===== src/design/sd_pkg.sv =====
package sd_pkg;

    localparam int NUM_SLOTS  = 2;
    localparam int SLOT_W     = 1;   // Address bit 3 picks the slot

    localparam int FRAME_BITS = 48;
    localparam int LAST_BIT   = FRAME_BITS - 1;
    localparam int HEAD_BITS  = FRAME_BITS - 8;   // Start, direction, index and argument
    localparam int RESP_LSB   = 8;                // Response word sits above CRC7 and stop bit

    localparam int REG_STATUS = 4;

    typedef logic [SLOT_W-1:0]     slot_idx_t;
    typedef logic [2:0]            reg_idx_t;
    typedef logic [7:0]            byte_t;
    typedef logic [31:0]           sd_arg_t;
    typedef logic [5:0]            sd_cmd_idx_t;
    typedef logic [FRAME_BITS-1:0] sd_frame_t;
    typedef logic [HEAD_BITS-1:0]  sd_head_t;
    typedef logic [6:0]            sd_crc_t;
    typedef logic [5:0]            bit_cnt_t;
    typedef logic [NUM_SLOTS-1:0]  slot_mask_t;

    typedef enum logic [2:0] {
        IDLE,
        LOAD,
        CRC,
        TXCMD,
        RXCMD
    } sd_chan_state_t;

    // Channel sequencer register holding the state and the position inside the frame
    typedef struct packed {
        sd_chan_state_t state;
        bit_cnt_t       count;
    } sd_chan_reg_t;

    // CPU side request towards one slot
    typedef struct packed {
        logic [3:0] arg_we;      // One enable per argument byte
        logic       cmd_we;
        logic       status_rd;
        byte_t      wdata;
    } sd_slot_req_t;

    // What a slot offers for readback
    typedef struct packed {
        sd_arg_t resp;
        logic    resp_ready;
        logic    busy;
    } sd_slot_view_t;

endpackage


===== src/design/sd_crc7.sv =====
module sd_crc7 (
    input  logic             clk,
    input  logic             rst,
    input  logic             i_load,
    input  sd_pkg::sd_head_t i_head,
    output sd_pkg::sd_crc_t  o_crc,
    output logic             o_valid
);

    logic valid_q;

    // Serial CRC7 with x^7 + x^3 + 1 unrolled over the whole head MSB first
    function automatic sd_pkg::sd_crc_t crc7_of(input sd_pkg::sd_head_t head);
        sd_pkg::sd_crc_t crc;
        logic            fb;
        crc = '0;
        for (int i = sd_pkg::HEAD_BITS - 1; i >= 0; i--) begin
            fb  = crc[6] ^ head[i];
            crc = {crc[5:0], 1'b0};
            if (fb) begin
                crc = crc ^ 7'h09;   // Feedback into x^3 and x^0
            end
        end
        return crc;
    endfunction

    always_ff @(posedge clk) begin
        if (i_load) begin
            o_crc <= crc7_of(i_head);
        end
    end

    always_ff @(posedge clk) begin
        if (rst) begin
            valid_q <= 1'b0;
        end else if (i_load) begin
            valid_q <= 1'b1;
        end
    end

    // The old result is about to be replaced while a load is pending
    assign o_valid = valid_q & ~i_load;

endmodule


===== src/design/sd_reg_decode.sv =====
module sd_reg_decode (
    input  logic                 [3:0] i_addr,
    input  sd_pkg::byte_t              i_data,
    input  logic                       i_cs,
    input  logic                       i_rw,
    output sd_pkg::sd_slot_req_t       o_req [sd_pkg::NUM_SLOTS]
);

    sd_pkg::slot_idx_t slot;
    sd_pkg::reg_idx_t  reg_idx;
    logic              wr;
    logic              rd;
    logic [3:0]        arg_en;
    logic              cmd_wr;
    logic              stat_rd;

    assign slot    = i_addr[3];
    assign reg_idx = i_addr[2:0];

    assign wr = i_cs & ~i_rw;
    assign rd = i_cs & i_rw;

    // Registers 0 to 3 are the argument bytes with the least significant first
    always_comb begin
        arg_en = '0;
        if (wr && reg_idx < sd_pkg::REG_STATUS) begin
            arg_en = 4'b0001 << reg_idx[1:0];
        end
    end

    assign cmd_wr  = wr && reg_idx == sd_pkg::REG_STATUS;
    assign stat_rd = rd && reg_idx == sd_pkg::REG_STATUS;

    // Write data goes to every slot but only the addressed one gets strobes
    always_comb begin
        for (int s = 0; s < sd_pkg::NUM_SLOTS; s++) begin
            o_req[s].arg_we    = '0;
            o_req[s].cmd_we    = 1'b0;
            o_req[s].status_rd = 1'b0;
            o_req[s].wdata     = i_data;
            if (slot == sd_pkg::slot_idx_t'(s)) begin
                o_req[s].arg_we    = arg_en;
                o_req[s].cmd_we    = cmd_wr;
                o_req[s].status_rd = stat_rd;
            end
        end
    end

endmodule


===== src/design/sd_cmd_channel.sv =====
module sd_cmd_channel (
    input  logic                  clk,
    input  logic                  rst,
    input  sd_pkg::sd_slot_req_t  i_req,
    input  logic                  i_sd_clk,
    input  logic                  i_sd_cmd,
    output logic                  o_sd_cmd,
    output sd_pkg::sd_slot_view_t o_view
);

    sd_pkg::sd_arg_t      arg;
    sd_pkg::sd_cmd_idx_t  cmd_idx;
    sd_pkg::sd_chan_reg_t cur;
    sd_pkg::sd_chan_reg_t nxt;

    sd_pkg::sd_head_t     tx_head;
    sd_pkg::sd_frame_t    tx_frame;
    sd_pkg::sd_crc_t      crc;
    logic                 crc_load;
    logic                 crc_valid;

    sd_pkg::sd_frame_t    rx_buf;
    sd_pkg::sd_arg_t      resp;
    logic                 resp_ready;

    logic                 start_tx;
    logic                 start_rx;
    logic                 rx_done;

    assign start_tx = i_req.cmd_we && cur.state == sd_pkg::IDLE;

    // Card start bit is sampled like every other bit, while the SD clock is low
    assign start_rx = cur.state == sd_pkg::IDLE && !i_req.cmd_we && !i_sd_clk && !i_sd_cmd;

    // Argument bytes can be written at any time
    always_ff @(posedge clk) begin
        for (int b = 0; b < 4; b++) begin
            if (i_req.arg_we[b]) begin
                arg[8*b +: 8] <= i_req.wdata;
            end
        end
        if (start_tx) begin
            cmd_idx <= i_req.wdata[5:0];
        end
    end

    // The head is taken in LOAD so later argument writes only reach the next command
    always_ff @(posedge clk) begin
        if (cur.state == sd_pkg::LOAD) begin
            tx_head <= {1'b0, 1'b1, cmd_idx, arg};
        end
    end

    assign crc_load = cur.state == sd_pkg::CRC;

    sd_crc7 sd_crc7_i (
        .clk     (clk),
        .rst     (rst),
        .i_load  (crc_load),
        .i_head  (tx_head),
        .o_crc   (crc),
        .o_valid (crc_valid)
    );

    assign tx_frame = {tx_head, crc, 1'b1};

    always_comb begin
        nxt     = cur;
        rx_done = 1'b0;
        case (cur.state)
            sd_pkg::IDLE: begin
                if (start_tx) begin
                    nxt.state = sd_pkg::LOAD;
                end else if (start_rx) begin
                    nxt.state = sd_pkg::RXCMD;
                end
            end
            sd_pkg::LOAD: nxt.state = sd_pkg::CRC;
            sd_pkg::CRC:  nxt.state = sd_pkg::TXCMD;
            sd_pkg::TXCMD: begin
                // Bit boundaries follow edges with the SD clock high
                if (i_sd_clk && crc_valid) begin
                    if (cur.count == sd_pkg::bit_cnt_t'(sd_pkg::LAST_BIT)) begin
                        nxt.state = sd_pkg::IDLE;
                        nxt.count = '0;
                    end else begin
                        nxt.count = cur.count + 1'b1;
                    end
                end
            end
            sd_pkg::RXCMD: begin
                if (!i_sd_clk) begin
                    if (cur.count == sd_pkg::bit_cnt_t'(sd_pkg::LAST_BIT - 1)) begin
                        rx_done   = 1'b1;
                        nxt.state = sd_pkg::IDLE;
                        nxt.count = '0;
                    end else begin
                        nxt.count = cur.count + 1'b1;
                    end
                end
            end
            default: begin
                nxt.state = sd_pkg::IDLE;
                nxt.count = '0;
            end
        endcase
    end

    always_ff @(posedge clk) begin
        if (rst) begin
            cur.state <= sd_pkg::IDLE;
            cur.count <= '0;
        end else begin
            cur <= nxt;
        end
    end

    // Start bit lands in bit 47, then bits 46 down to 0 follow the count
    always_ff @(posedge clk) begin
        if (start_rx) begin
            rx_buf[sd_pkg::LAST_BIT] <= i_sd_cmd;
        end
        if (cur.state == sd_pkg::RXCMD && !i_sd_clk) begin
            rx_buf[sd_pkg::LAST_BIT - 1 - int'(cur.count)] <= i_sd_cmd;
        end
        if (rx_done) begin
            resp <= rx_buf[sd_pkg::RESP_LSB +: $bits(sd_pkg::sd_arg_t)];   // Complete before bit 0
        end
    end

    always_ff @(posedge clk) begin
        if (rst) begin
            resp_ready <= 1'b0;
        end else if (rx_done) begin
            resp_ready <= 1'b1;   // A new response beats a status read in the same cycle
        end else if (i_req.status_rd) begin
            resp_ready <= 1'b0;
        end
    end

    always_comb begin
        o_sd_cmd = 1'b1;   // Line idles high
        if (cur.state == sd_pkg::TXCMD) begin
            o_sd_cmd = tx_frame[sd_pkg::LAST_BIT - int'(cur.count)];
        end
    end

    assign o_view.resp       = resp;
    assign o_view.resp_ready = resp_ready;
    assign o_view.busy       = cur.state != sd_pkg::IDLE;

endmodule


===== src/design/sd_readback_mux.sv =====
module sd_readback_mux (
    input  logic                  [3:0] i_addr,
    input  sd_pkg::sd_slot_view_t       i_view [sd_pkg::NUM_SLOTS],
    output sd_pkg::byte_t               o_data
);

    sd_pkg::slot_idx_t     slot;
    sd_pkg::reg_idx_t      reg_idx;
    sd_pkg::sd_slot_view_t view;

    assign slot    = i_addr[3];
    assign reg_idx = i_addr[2:0];

    assign view = i_view[slot];

    always_comb begin
        o_data = '0;   // Registers 5 to 7 read as zero
        if (reg_idx < sd_pkg::REG_STATUS) begin
            o_data = view.resp[8*reg_idx[1:0] +: 8];
        end else if (reg_idx == sd_pkg::REG_STATUS) begin
            o_data = {6'b0, view.busy, view.resp_ready};
        end
    end

endmodule


===== src/design/sd_host_top.sv =====
module sd_host_top (
    input  logic               clk,
    input  logic               rst,

    input  logic         [3:0] i_addr,
    input  sd_pkg::byte_t      i_data,
    input  logic               i_cs,
    input  logic               i_rw,
    output sd_pkg::byte_t      o_data,

    input  logic               i_sd_clk,
    input  sd_pkg::slot_mask_t i_sd_cmd,
    output sd_pkg::slot_mask_t o_sd_cmd
);

    sd_pkg::sd_slot_req_t  req  [sd_pkg::NUM_SLOTS];
    sd_pkg::sd_slot_view_t view [sd_pkg::NUM_SLOTS];

    sd_reg_decode sd_reg_decode_i (
        .i_addr (i_addr),
        .i_data (i_data),
        .i_cs   (i_cs),
        .i_rw   (i_rw),
        .o_req  (req)
    );

    for (genvar s = 0; s < sd_pkg::NUM_SLOTS; s++) begin : g_slot
        sd_cmd_channel sd_cmd_channel_i (
            .clk      (clk),
            .rst      (rst),
            .i_req    (req[s]),
            .i_sd_clk (i_sd_clk),
            .i_sd_cmd (i_sd_cmd[s]),
            .o_sd_cmd (o_sd_cmd[s]),
            .o_view   (view[s])
        );
    end

    sd_readback_mux sd_readback_mux_i (
        .i_addr (i_addr),
        .i_view (view),
        .o_data (o_data)
    );

endmodule


===== config.mk =====
export PLATFORM = sky130hd
export DESIGN_NAME = sd_host_top
export DESIGN_NICKNAME = d
export VERILOG_FILES = /design/src/design/sd_pkg.sv /design/src/design/sd_crc7.sv /design/src/design/sd_reg_decode.sv /design/src/design/sd_cmd_channel.sv /design/src/design/sd_readback_mux.sv /design/src/design/sd_host_top.sv
export SDC_FILE = /design/constraint.sdc
export NUM_CORES = 1
export LEC_CHECK = 0
export BUFFER_PORTS_ARGS = -buffer_cell sky130_fd_sc_hd__buf_4
export CORE_ASPECT_RATIO = 0.6
export CORE_UTILIZATION = 51
export CTS_BUF_LIST = sky130_fd_sc_hd__clkbuf_4 sky130_fd_sc_hd__clkbuf_8
export DETAILED_ROUTE_END_ITERATION = 8
export GPL_TIMING_DRIVEN = 0
export PLACE_DENSITY = 0.71
export SLEW_MARGIN = 20
export SYNTH_ARGS = -nofsm -noshare
export SYNTH_HDL_FRONTEND = slang
export SYNTH_SLANG_ARGS = --single-unit

===== constraint.sdc =====
create_clock -name clk -period 4.6 [get_ports clk]
set_clock_uncertainty 0.05 [all_clocks]
set_input_delay 0.46 -clock clk [delete_from_list [all_inputs] [get_ports clk]]
set_output_delay 0.46 -clock clk [all_outputs]
set_load 0.02 [all_outputs]

==> results.tsv, run 1 <==
metric	value	unit
grt_pass1_wl	44390	microns
rsz0062_at_grt	no	
critPathRequiredTime	4.09	ns
vias_per_cell	5.658	
cts_tree	done	
vias	7571	
synth_top_cell_by_area	edfxtp_1	
postCtsHoldBufs	0	
num_antenna_cells	0	
cp_max_fo	10	
synth_top_cells_by_count	edfxtp_1, nor2_1, xnor2_1, mux4_2, nand2_1	
fmax	0.2589	GHz
clk_pin_slew_worst_paths	0.07	ns
hpwlAfterDp	20650	microns
min_period_over_period	0.8396	
syn-num-nets	897	
num_rows	46	
yosysSeqAreaShare	0.6686	
synthDominantCellAreaShare	0.6368	
cts_max_level	2	
vdd_drop_max	0.0002069	V
final_nets	973	
syn_area	0.01386	sq mm
synth.most_common_cell	edfxtp_1	
start_util	0.5225	
end_kind	primary output	
cap_violations	0	
clock_latency	0.55	ns
cts_root_buf	clkbuf_8	
cts.repair.resized	0	
yosysUniqueCellTypes	57	
setup-violations-final	0	
placedCellCount	1261	
die_y	129.7	microns
final_cells	1338	
synthArstFlopShare	0	
synth_area_per_cell	15.90	sq um
ys_warn_count	0	
cts_setup_buffers	0	
clk_path_buf_depth	3	
synthFlopType	edfxtp_1	
multi_input_area	0.004414	sq mm
min_period	3.862	ns
die_w	214.9	microns
worst-setup-path-type	flop to primary output	
antenna_found_initial	0	
area_growth	11.64	%
place.gp.congestion	0.8841	
cts_buffers	43	
ant_nets	0	
final_util	0.5833	
drcViolationCount	0	
slew_headroom	0.2706	
cts_sinks	316	
syn_inst	872	
synth_area_leaders	edfxtp_1, mux4_2, xnor3_1, xnor2_1, dfxtp_1	
nFillCells	2013	
drv_slew	0	
grt_max_degree	39	
grt_overflow	0	
ios	29	
cp-start-kind	flop	
avgRoutedWirePerCell	22.06	microns
leakage	5.139	nW
p_per_area	373.3	mW/mm^2
worst_pin_slew	1.092	ns
hold_slack	0.1559	ns
finalHoldViolations	0	
grt_pass1_vias	7132	
crit_arrival	3.35	ns
fp.dieArea	0.02787	sq mm
postRouteWirelength	29520	microns
final-seq-area	0.009269	sq mm
port_buffers	24	
synth_edf_count	294	
core_area	0.02653	sq mm
status	finished, final reports clean	
ys_ff_latch	316	
tns	0	ns
drive_gt1_frac	0.1616	
drtIter0Drc	831	
holdCritPathClass	input port to flop	
grtUsageTotal	0.2180	
drtPass1Iterations	5	
## cell families (layout without fill, tap and decap cells)
logic type	count (synthesis)	count (layout)	synth area share
mux	51	51	0.06886
xor+xnor	138	138	0.1287
fa+ha+maj	6	6	0.005415
compound gates	85	85	0.04007
simple gates	220	220	0.07256
flops	316	316	0.6686
buf+inv	56	162	0.01579
## area by class of cell
| class | instances | area share |
|---|---|---|
| Sequential cell | 316 | 0.5989 |
| Inverter | 16 | 0.003880 |
| Clock buffer | 57 | 0.04584 |
| Multi-Input combinational cell | 500 | 0.2852 |
| Buffer | 40 | 0.01027 |
| Tap cell | 360 | 0.02910 |
| Clock inverter | 18 | 0.01180 |
| Timing Repair Buffer | 31 | 0.01504 |
## worst max-delay path, stage by stage (launching register included)
cell	delay [ns]
dfxtp_1	0.35
clkbuf_1	0.50
buf_1	0.58
mux4_2	0.36
nand2_1	0.08
a32oi_1	0.22
mux2i_1	0.11
o31ai_1	0.31
buf_4	0.16
buf_4	0.13
## worst paths after layout
check	startpoint	cells past startpoint	endpoint	slack, ns
setup reg to reg	g_slot[1].sd_cmd_channel_i.cur[2]	6	flop	1.36
setup / recovery	g_slot[0].sd_cmd_channel_i.cur[1]	9	o_sd_cmd[0]	0.74
hold reg to reg	g_slot[1].sd_cmd_channel_i.cmd_idx[0]	0	g_slot[1].sd_cmd_channel_i.tx_head[32]	0.36
hold / removal	i_data[7]	1	g_slot[1].sd_cmd_channel_i.arg[15]	0.16
## per-stage QoR
stage / worst slack (ns) / power [mW] / cell area, sq um
after floorplan: 0.6964 / 3.491 / 13860
after global placement: -0.3262 / 3.595 / 14490
after detailed placement: 1.254 / 3.601 / 14560
after CTS: 0.7095 / 5.829 / 15450
after global routing: 0.5039 / 5.976 / 15480
final: 0.7380 / 5.778 / 15480
## cells in the final DEF (no fill, tap or decap), types with 6 or more instances in the layout
master    synthesis  layout
mux2i_1          11      11
a21oi_1          23      23
clkinv_1          0       8
xor2_1           21      21
nand2_1          34      34
xnor2_1          76      76
clkbuf_1         31      31
clkbuf_4          0      14
nor2_1          107     107
xor3_1            7       7
buf_4             2      31
nor3_1           12      10
xnor3_1          32      32
edfxtp_1        294     294
a31oi_1           8       6
a211oi_1          6       6
inv_1            16      13
mux4_2           35      35
dfxtp_1          22      22
o21ai_0          14      14
a32oi_1           6       6
nand3_1          23      23
ha_1              6       6
clkbuf_8          0      45
nand2b_1         10      10
buf_1             6       6
## layer usage
metal | wire, microns | share of wire | vias to the layer above | global-route usage
li1 | - | - | 3448 | -
met1 | 14860 | 0.50 | 3769 | 0.3602
met2 | 11710 | 0.40 | 317 | 0.2871
met3 | 2557 | 0.087 | 37 | 0.04988
met4 | 397 | 0.013 | 0 | 0.05126
met5 | 0 | 0 | - | 0
## power by group
group	internal (mW)	switching (mW)
Clock	1.23	1.01
Sequential	3.16	0.0118
Combinational	0.183	0.192
No activity file was read; power rests on OpenSTA's default activity.
==> inputs of run 2 (changes only) <==
--- a/config.mk
+++ b/config.mk
@@ -11,7 +11,7 @@
 export CTS_BUF_LIST = sky130_fd_sc_hd__clkbuf_4 sky130_fd_sc_hd__clkbuf_8
 export DETAILED_ROUTE_END_ITERATION = 8
 export GPL_TIMING_DRIVEN = 0
-export PLACE_DENSITY = 0.71
+export PLACE_DENSITY = 0.74
 export SLEW_MARGIN = 20
 export SYNTH_ARGS = -nofsm -noshare
 export SYNTH_HDL_FRONTEND = slang
==> constraint.sdc (replaced) <==
create_clock -name clk -period 3.2 [get_ports clk]
set_clock_uncertainty 0.05 [all_clocks]
set_input_delay 0.32 -clock clk [delete_from_list [all_inputs] [get_ports clk]]
set_output_delay 0.32 -clock clk [all_outputs]
set_load 0.02 [all_outputs]
==> run 2 against run 1 <==
  * Design area increased by 0.41%
  * Worst hold slack got worse by 0.13 ns
  * Critical path depth unchanged
  * Non-clock buffer count unchanged
  * Highest routed layer unchanged
  * Worst setup slack lost 0.67 ns
  * Via count is 2.4% higher
  * First-iteration DRC count grew 2.0%
  * Wire length is essentially flat
  * Clock-buffer cell count up 4
==> results.tsv, run 2 (synthesized netlist as in run 1, its figures left out) <==
metric	value	unit	change
finalPower	8.355	mW	was 5.778 mW
antenna_found_initial	2		was 0
critical-path-max-stage-delay	0.36	ns	was 0.58 ns
power_frac_clock	0.390		was 0.387
worst-setup-path-type	flop to primary output		unchanged
grt_max_degree	39		unchanged
end_kind	primary output		unchanged
intPower	6.552	mW	was 4.568 mW
clock_latency	0.57	ns	was 0.55 ns
clk_pin_slew_worst_paths	0.07	ns	about the same
r2r_end	g_slot[0].sd_cmd_channel_i.sd_crc7_i.o_crc[3]		
status	finished, final reports clean		unchanged
critical-path-slowest-cell	o31ai_1		was buf_1
cts_buffers	44		was 43
hold_slack	0.02136	ns	was 0.1559 ns
path_cells	buf_2, buf_4, mux4_2, nand2_1, a32oi_1, mux2i_1, o31ai_1, buf_4, buf_4		was clkbuf_1, buf_1, mux4_2, nand2_1, a32oi_1, mux2i_1, o31ai_1, buf_4, buf_4
cp-start-kind	flop		unchanged
rsz0062_at_grt	no		unchanged
slew_headroom	0.2462		was 0.2706
area_growth	12.10	%	was 11.64%
drtIter0Drc	848		was 831
grtUsageTotal	0.2151		was 0.2180
hpwlAfterDp	20530	microns	was 20,650 microns
crit_top_cell	buf_4		unchanged
cts_max_level	2		unchanged
endpoint	o_sd_cmd[0]		unchanged
start_util	0.5225		unchanged
worst_pin_slew	1.125	ns	was 1.092 ns
ant_nets	0		unchanged
swShare	0.2158		was 0.2094
combPwrFrac	0.065		about the same
fmax	0.3192	GHz	
num_rows	46		unchanged
critPathRequiredTime	2.83	ns	was 4.09 ns
cts_tree	done		unchanged
vdd_drop_max	0.0005684	V	was 0.0002069 V
die_w	214.9	microns	unchanged
avgRoutedWirePerCell	21.98	microns	was 22.06 microns
hold_path_startpoint	i_data[6]		was i_data[7]
grt_pass1_vias	7275		was 7,132
holdCritPathClass	input port to flop		unchanged
mostFrequentLayoutCell	edfxtp_1		unchanged
fp.dieArea	0.02787	sq mm	unchanged
ff2ff_path_depth	5		was 6
place.gp.congestion	0.8888		was 0.8841
most-common-layout-cells	edfxtp_1, nor2_1, xnor2_1		unchanged
min_period_over_period	0.9790		
leakage	5.189	nW	was 5.139 nW
critical_path.startpoint	g_slot[0].sd_cmd_channel_i.cur[1]		unchanged
seqPwrFrac	0.545		was 0.548
setup-violations-final	0		unchanged
p_switching	1.803	mW	was 1.210 mW
ios	29		unchanged
cts_setup_buffers	0		unchanged
cap_violations	0		unchanged
cts_sinks	316		unchanged
finalHoldViolations	0		unchanged
cts_root_buf	clkbuf_8		unchanged
clk_path_buf_depth	3		unchanged
num_antenna_cells	0		unchanged
nFillCells	1968		was 2,013
drive_gt1_frac	0.1792		was 0.1616
cp_max_fo	10		unchanged
drtPass1Iterations	5		unchanged
min_period	3.133	ns	
grt_pass1_wl	43970	microns	was 44,390 microns
vias	7751		was 7,571
grt_overflow	0		unchanged
drv_slew	0		unchanged
final_nets	974		was 973
die_y	129.7	microns	unchanged
core_area	0.02653	sq mm	unchanged
vias_per_cell	5.776		was 5.658
drcViolationCount	0		unchanged
port_buffers	24		unchanged
p_per_area	537.6	mW/mm^2	was 373.3 mW/mm^2
postRouteWirelength	29490	microns	was 29,520 microns
crit_arrival	2.76	ns	was 3.35 ns
rrSetupSlack	0.27	ns	was 1.36 ns
r2r_start	g_slot[0].sd_cmd_channel_i.tx_head[34]		was g_slot[1].sd_cmd_channel_i.cur[2]
==> run 2: cell count changes in the layout (fill, tap and decap cells not counted), moves of 2 or more <==
cell           change
clkbuf_2           +4
clkbuf_4           +7
dlygate4sd3_1      +2
clkbuf_1          -12
buf_4              -4
clkinv_1           -2
buf_1              -2
clkinvlp_4         +3
buf_6              +3
buf_2              +6
==> run 2: worst min-delay path by stage <==
stage                     cells past startpoint                                    end
final                                         1      g_slot[1].sd_cmd_channel_i.arg[6]
after CTS                                     1      g_slot[1].sd_cmd_channel_i.arg[6]
after global routing                          1      g_slot[1].sd_cmd_channel_i.arg[6]
after detailed placement                      0    g_slot[0].sd_cmd_channel_i.resp[10]
after global placement                        0  g_slot[1].sd_cmd_channel_i.tx_head[3]
after floorplan                               0     g_slot[0].sd_cmd_channel_i.resp[0]
==> run 2: metal layers <==
| metal | track usage | vias to the layer above | part of all wire |
|---|---|---|---|
| met5 | 0 | - | 0 |
| li1 | - | 3445 | - |
| met1 | 0.3533 | 3864 | 0.49 |
| met4 | 0.05210 | 0 | 0.017 |
| met2 | 0.2911 | 389 | 0.40 |
| met3 | 0.04196 | 53 | 0.091 |
==> run 2: final cells by class <==
cell class	instances	area, sq um	area share
Sequential cell	316	9270	0.5965
Multi-Input combinational cell	500	4414	0.2840
Clock buffer	61	739.5	0.04758
Tap cell	360	450.4	0.02898
Timing Repair Buffer	32	247.7	0.01594
Buffer	39	187.7	0.01208
Clock inverter	18	171.4	0.01103
Inverter	16	60.06	0.003864
==> run 2: power groups by stage <==
stage | registers [mW] | clock network [mW] | logic, mW
CTS | 4.55 | 3.32 | 0.545
global route | 4.55 | 3.48 | 0.588
detailed placement | 4.64 | 0 | 0.538
finish | 4.55 | 3.26 | 0.545
floorplan | 4.64 | 0 | 0.380
global placement | 4.64 | 0 | 0.528
==> run 2: through the flow <==
stage | std cells | setup WS, ns | area, sq um | utilization | setup TNS (ns)
2_1_floorplan | 872 | 0.5060 | 13870 | - | 0
3_3_place_gp | 1256 | -0.2640 | 14500 | 0.5464 | -9.594
3_5_place_dp | 1260 | -0.2096 | 14550 | 0.5483 | -2.044
4_1_cts | 1340 | 0.005487 | 15500 | 0.5841 | 0
5_1_grt | 1342 | 0.009576 | 15540 | 0.5857 | 0
6_report | 1342 | 0.06731 | 15540 | 0.5857 | 0
==> run 2: timing repair <==
item / 4_1_cts / 5_1_grt
endpoints found under the setup margin: 20 / 2
gates cloned: 0 / 0
pin swaps: 0 / 0
resized for setup: 15 / 14
hold buffers: 2 / 0
hold endpoints to repair: 14 / 0
==> run 2: critical path: cells and delay by family (launching register included) <==
family,cells,cell delay (ns)
muxes,2,0.36
buffers and inverters,4,0.86
and+or+nand+nor,1,0.07
AOI/OAI and AO/OA,2,0.57
DFF,1,0.35
==> inputs of run 3 (changes only) <==
--- a/config.mk
+++ b/config.mk
@@ -11,7 +11,7 @@
 export CTS_BUF_LIST = sky130_fd_sc_hd__clkbuf_4 sky130_fd_sc_hd__clkbuf_8
 export DETAILED_ROUTE_END_ITERATION = 8
 export GPL_TIMING_DRIVEN = 0
-export PLACE_DENSITY = 0.74
+export PLACE_DENSITY = 0.71
 export SLEW_MARGIN = 20
 export SYNTH_ARGS = -nofsm -noshare
 export SYNTH_HDL_FRONTEND = slang
==> constraint.sdc (replaced) <==
create_clock -name clk -period 3 [get_ports clk]
set_clock_uncertainty 0.05 [all_clocks]
set_input_delay 0.3 -clock clk [delete_from_list [all_inputs] [get_ports clk]]
set_output_delay 0.3 -clock clk [all_outputs]
set_load 0.02 [all_outputs]
==> run 3 against run 2 <==
  * Sequential power up 6.8%
  * Die area unchanged
  * Design area is 1.0% higher
  * Register-to-register slack worse by 0.17 ns
  * Total power rose by 8.8%
  * Wire length up 1.1%
  * Cell count is 0.45% higher
  * Clock power up 12%
  * Sequential cell count stayed put
  * Critical path depth down 3
  * Sequential share of layout area is 0.56 points lower
  * Critical path type unchanged
==> results.tsv, run 3 (synthesized netlist as in run 1, its figures left out) <==
metric	value	unit	change
critPathRequiredTime	2.65	ns	was 2.83 ns
clock_latency	0.57	ns	about the same
cts_root_buf	clkbuf_8		unchanged
cts_buffers	45		was 44
fp.dieArea	0.02787	sq mm	unchanged
grt_pass1_wl	44070	microns	was 43,970 microns
clk_pin_slew_worst_paths	0.06	ns	was 0.07 ns
avgRoutedWirePerCell	22.11	microns	was 21.98 microns
worst_slack	0.06869	ns	was 0.06731 ns
r2r_start	g_slot[0].sd_cmd_channel_i.tx_head[32]		was g_slot[0].sd_cmd_channel_i.tx_head[34]
end_kind	primary output		unchanged
num_antenna_cells	0		unchanged
cp_max_fo	5		was 10
start_util	0.5225		unchanged
antenna_found_initial	0		was 2
drv_slew	0		unchanged
cap_violations	0		unchanged
crit_arrival	2.58	ns	was 2.76 ns
drtIter0Drc	849		was 848
num_rows	46		unchanged
grt_overflow	0		unchanged
vias	7689		was 7,751
port_buffers	24		unchanged
finalHoldViolations	0		unchanged
min_period_over_period	0.9771		
grt_max_degree	39		unchanged
hpwlAfterDp	20650	microns	was 20,530 microns
vias_per_cell	5.704		was 5.776
grtUsageTotal	0.2172		was 0.2151
worst_pin_slew	1.059	ns	was 1.125 ns
cts_tree	done		unchanged
slew_headroom	0.2926		was 0.2462
hold_slack	0.06076	ns	was 0.02136 ns
ant_nets	0		unchanged
min_period	2.931	ns	
drtPass1Iterations	5		unchanged
holdCritPathClass	input port to flop		unchanged
most-common-layout-cells	edfxtp_1, nor2_1, xnor2_1		unchanged
postRouteWirelength	29810	microns	was 29,490 microns
hold_path_startpoint	i_data[4]		was i_data[6]
final_nets	980		was 974
cts_max_level	2		unchanged
cts_sinks	316		unchanged
finalPower	9.087	mW	was 8.355 mW
leakage	5.259	nW	was 5.189 nW
grt_pass1_vias	7253		was 7,275
mostFrequentLayoutCell	edfxtp_1		unchanged
die_w	214.9	microns	unchanged
vdd_drop_max	0.0003776	V	was 0.0005684 V
drive_gt1_frac	0.1842		was 0.1792
drcViolationCount	0		unchanged
cp-start-kind	flop		unchanged
p_per_area	578.7	mW/mm^2	was 537.6 mW/mm^2
area_growth	13.28	%	was 12.10%
place.gp.congestion	0.8601		was 0.8888
setup-violations-final	0		unchanged
clk_path_buf_depth	3		unchanged
core_area	0.02653	sq mm	unchanged
status	finished, final reports clean		unchanged
rsz0062_at_grt	no		unchanged
die_y	129.7	microns	unchanged
place_ws	-0.2606	ns	was -0.2096 ns
ios	29		unchanged
worst-setup-path-type	flop to primary output		unchanged
fmax	0.3411	GHz	
critical_path.startpoint	g_slot[1].sd_cmd_channel_i.cur[0]		was g_slot[0].sd_cmd_channel_i.cur[1]
[run 3: cell count changes in the layout (fill, tap and decap cells not counted), sizes merged]
cell,delta
clkinv,+6
buf,+2
clkbuf,-5
inv,-1
clkinvlp,-3
dlygate4sd3,+5
bufinv,+2
[run 3: timing repair]
| item | 4_1_cts | 5_1_grt |
|---|---|---|
| setup endpoints to repair | 60 | 2 |
| hold buffers | 7 | 0 |
| gates cloned | 0 | 0 |
| buffers inserted | 2 | 0 |
| gates resized for setup | 28 | 10 |
| pin swaps | 2 | 0 |
| hold endpoints to repair | 46 | 0 |
[run 3: path summary, 6_finish.rpt]
check | end | slack (ns) | depth (start not counted)
hold reg to reg | g_slot[1].sd_cmd_channel_i.tx_head[22] | 0.36 | 0
setup / recovery | o_sd_cmd[1] | 0.07 | 6
hold / removal | g_slot[1].sd_cmd_channel_i.arg[4] | 0.06 | 1
setup reg to reg | g_slot[0].sd_cmd_channel_i.sd_crc7_i.o_crc[3] | 0.10 | 5
[run 3: per-stage QoR]
stage	utilization	area (sq um)	setup TNS, ns	cells
after global placement	0.5464	14500	-34.30	1256
after global routing	0.5919	15700	0	1348
after CTS	0.5904	15670	-0.02577	1348
after detailed placement	0.5491	14570	-4.978	1262
final	0.5919	15700	0	1348
after floorplan	-	13870	0	872
[run 3: layer usage]
layer | up-vias | GRT usage | wire length, microns
met5 | - | 0 | 0
met4 | 0 | 0.05084 | 459
met3 | 50 | 0.05198 | 2901
met2 | 358 | 0.2926 | 12020
met1 | 3827 | 0.3520 | 14430
li1 | 3454 | - | -
[run 3: cell type report]
type	instances	area, sq um
clock buffer	58	735.7
fill	2019	10830
inverter	16	60.06
multi-input combinational	500	4431
sequential	316	9279
buffer	37	198.9
tap	360	450.4
timing repair buffer	39	316.6
clock inverter	22	232.7
[run 3: power breakdown]
group | switching, mW | total [mW] | internal, mW
sequential | 0.0183 | 4.86 | 4.84
combinational | 0.295 | 0.586 | 0.290
clock | 1.60 | 3.64 | 2.04
[run 3: critical path, stage by stage, from the launching register on]
cell      delay, ns
dfxtp_2        0.33
clkbuf_8       0.16
mux4_2         0.51
mux4_2         0.53
o22ai_1        0.19
o21ai_1        0.14
buf_6          0.16
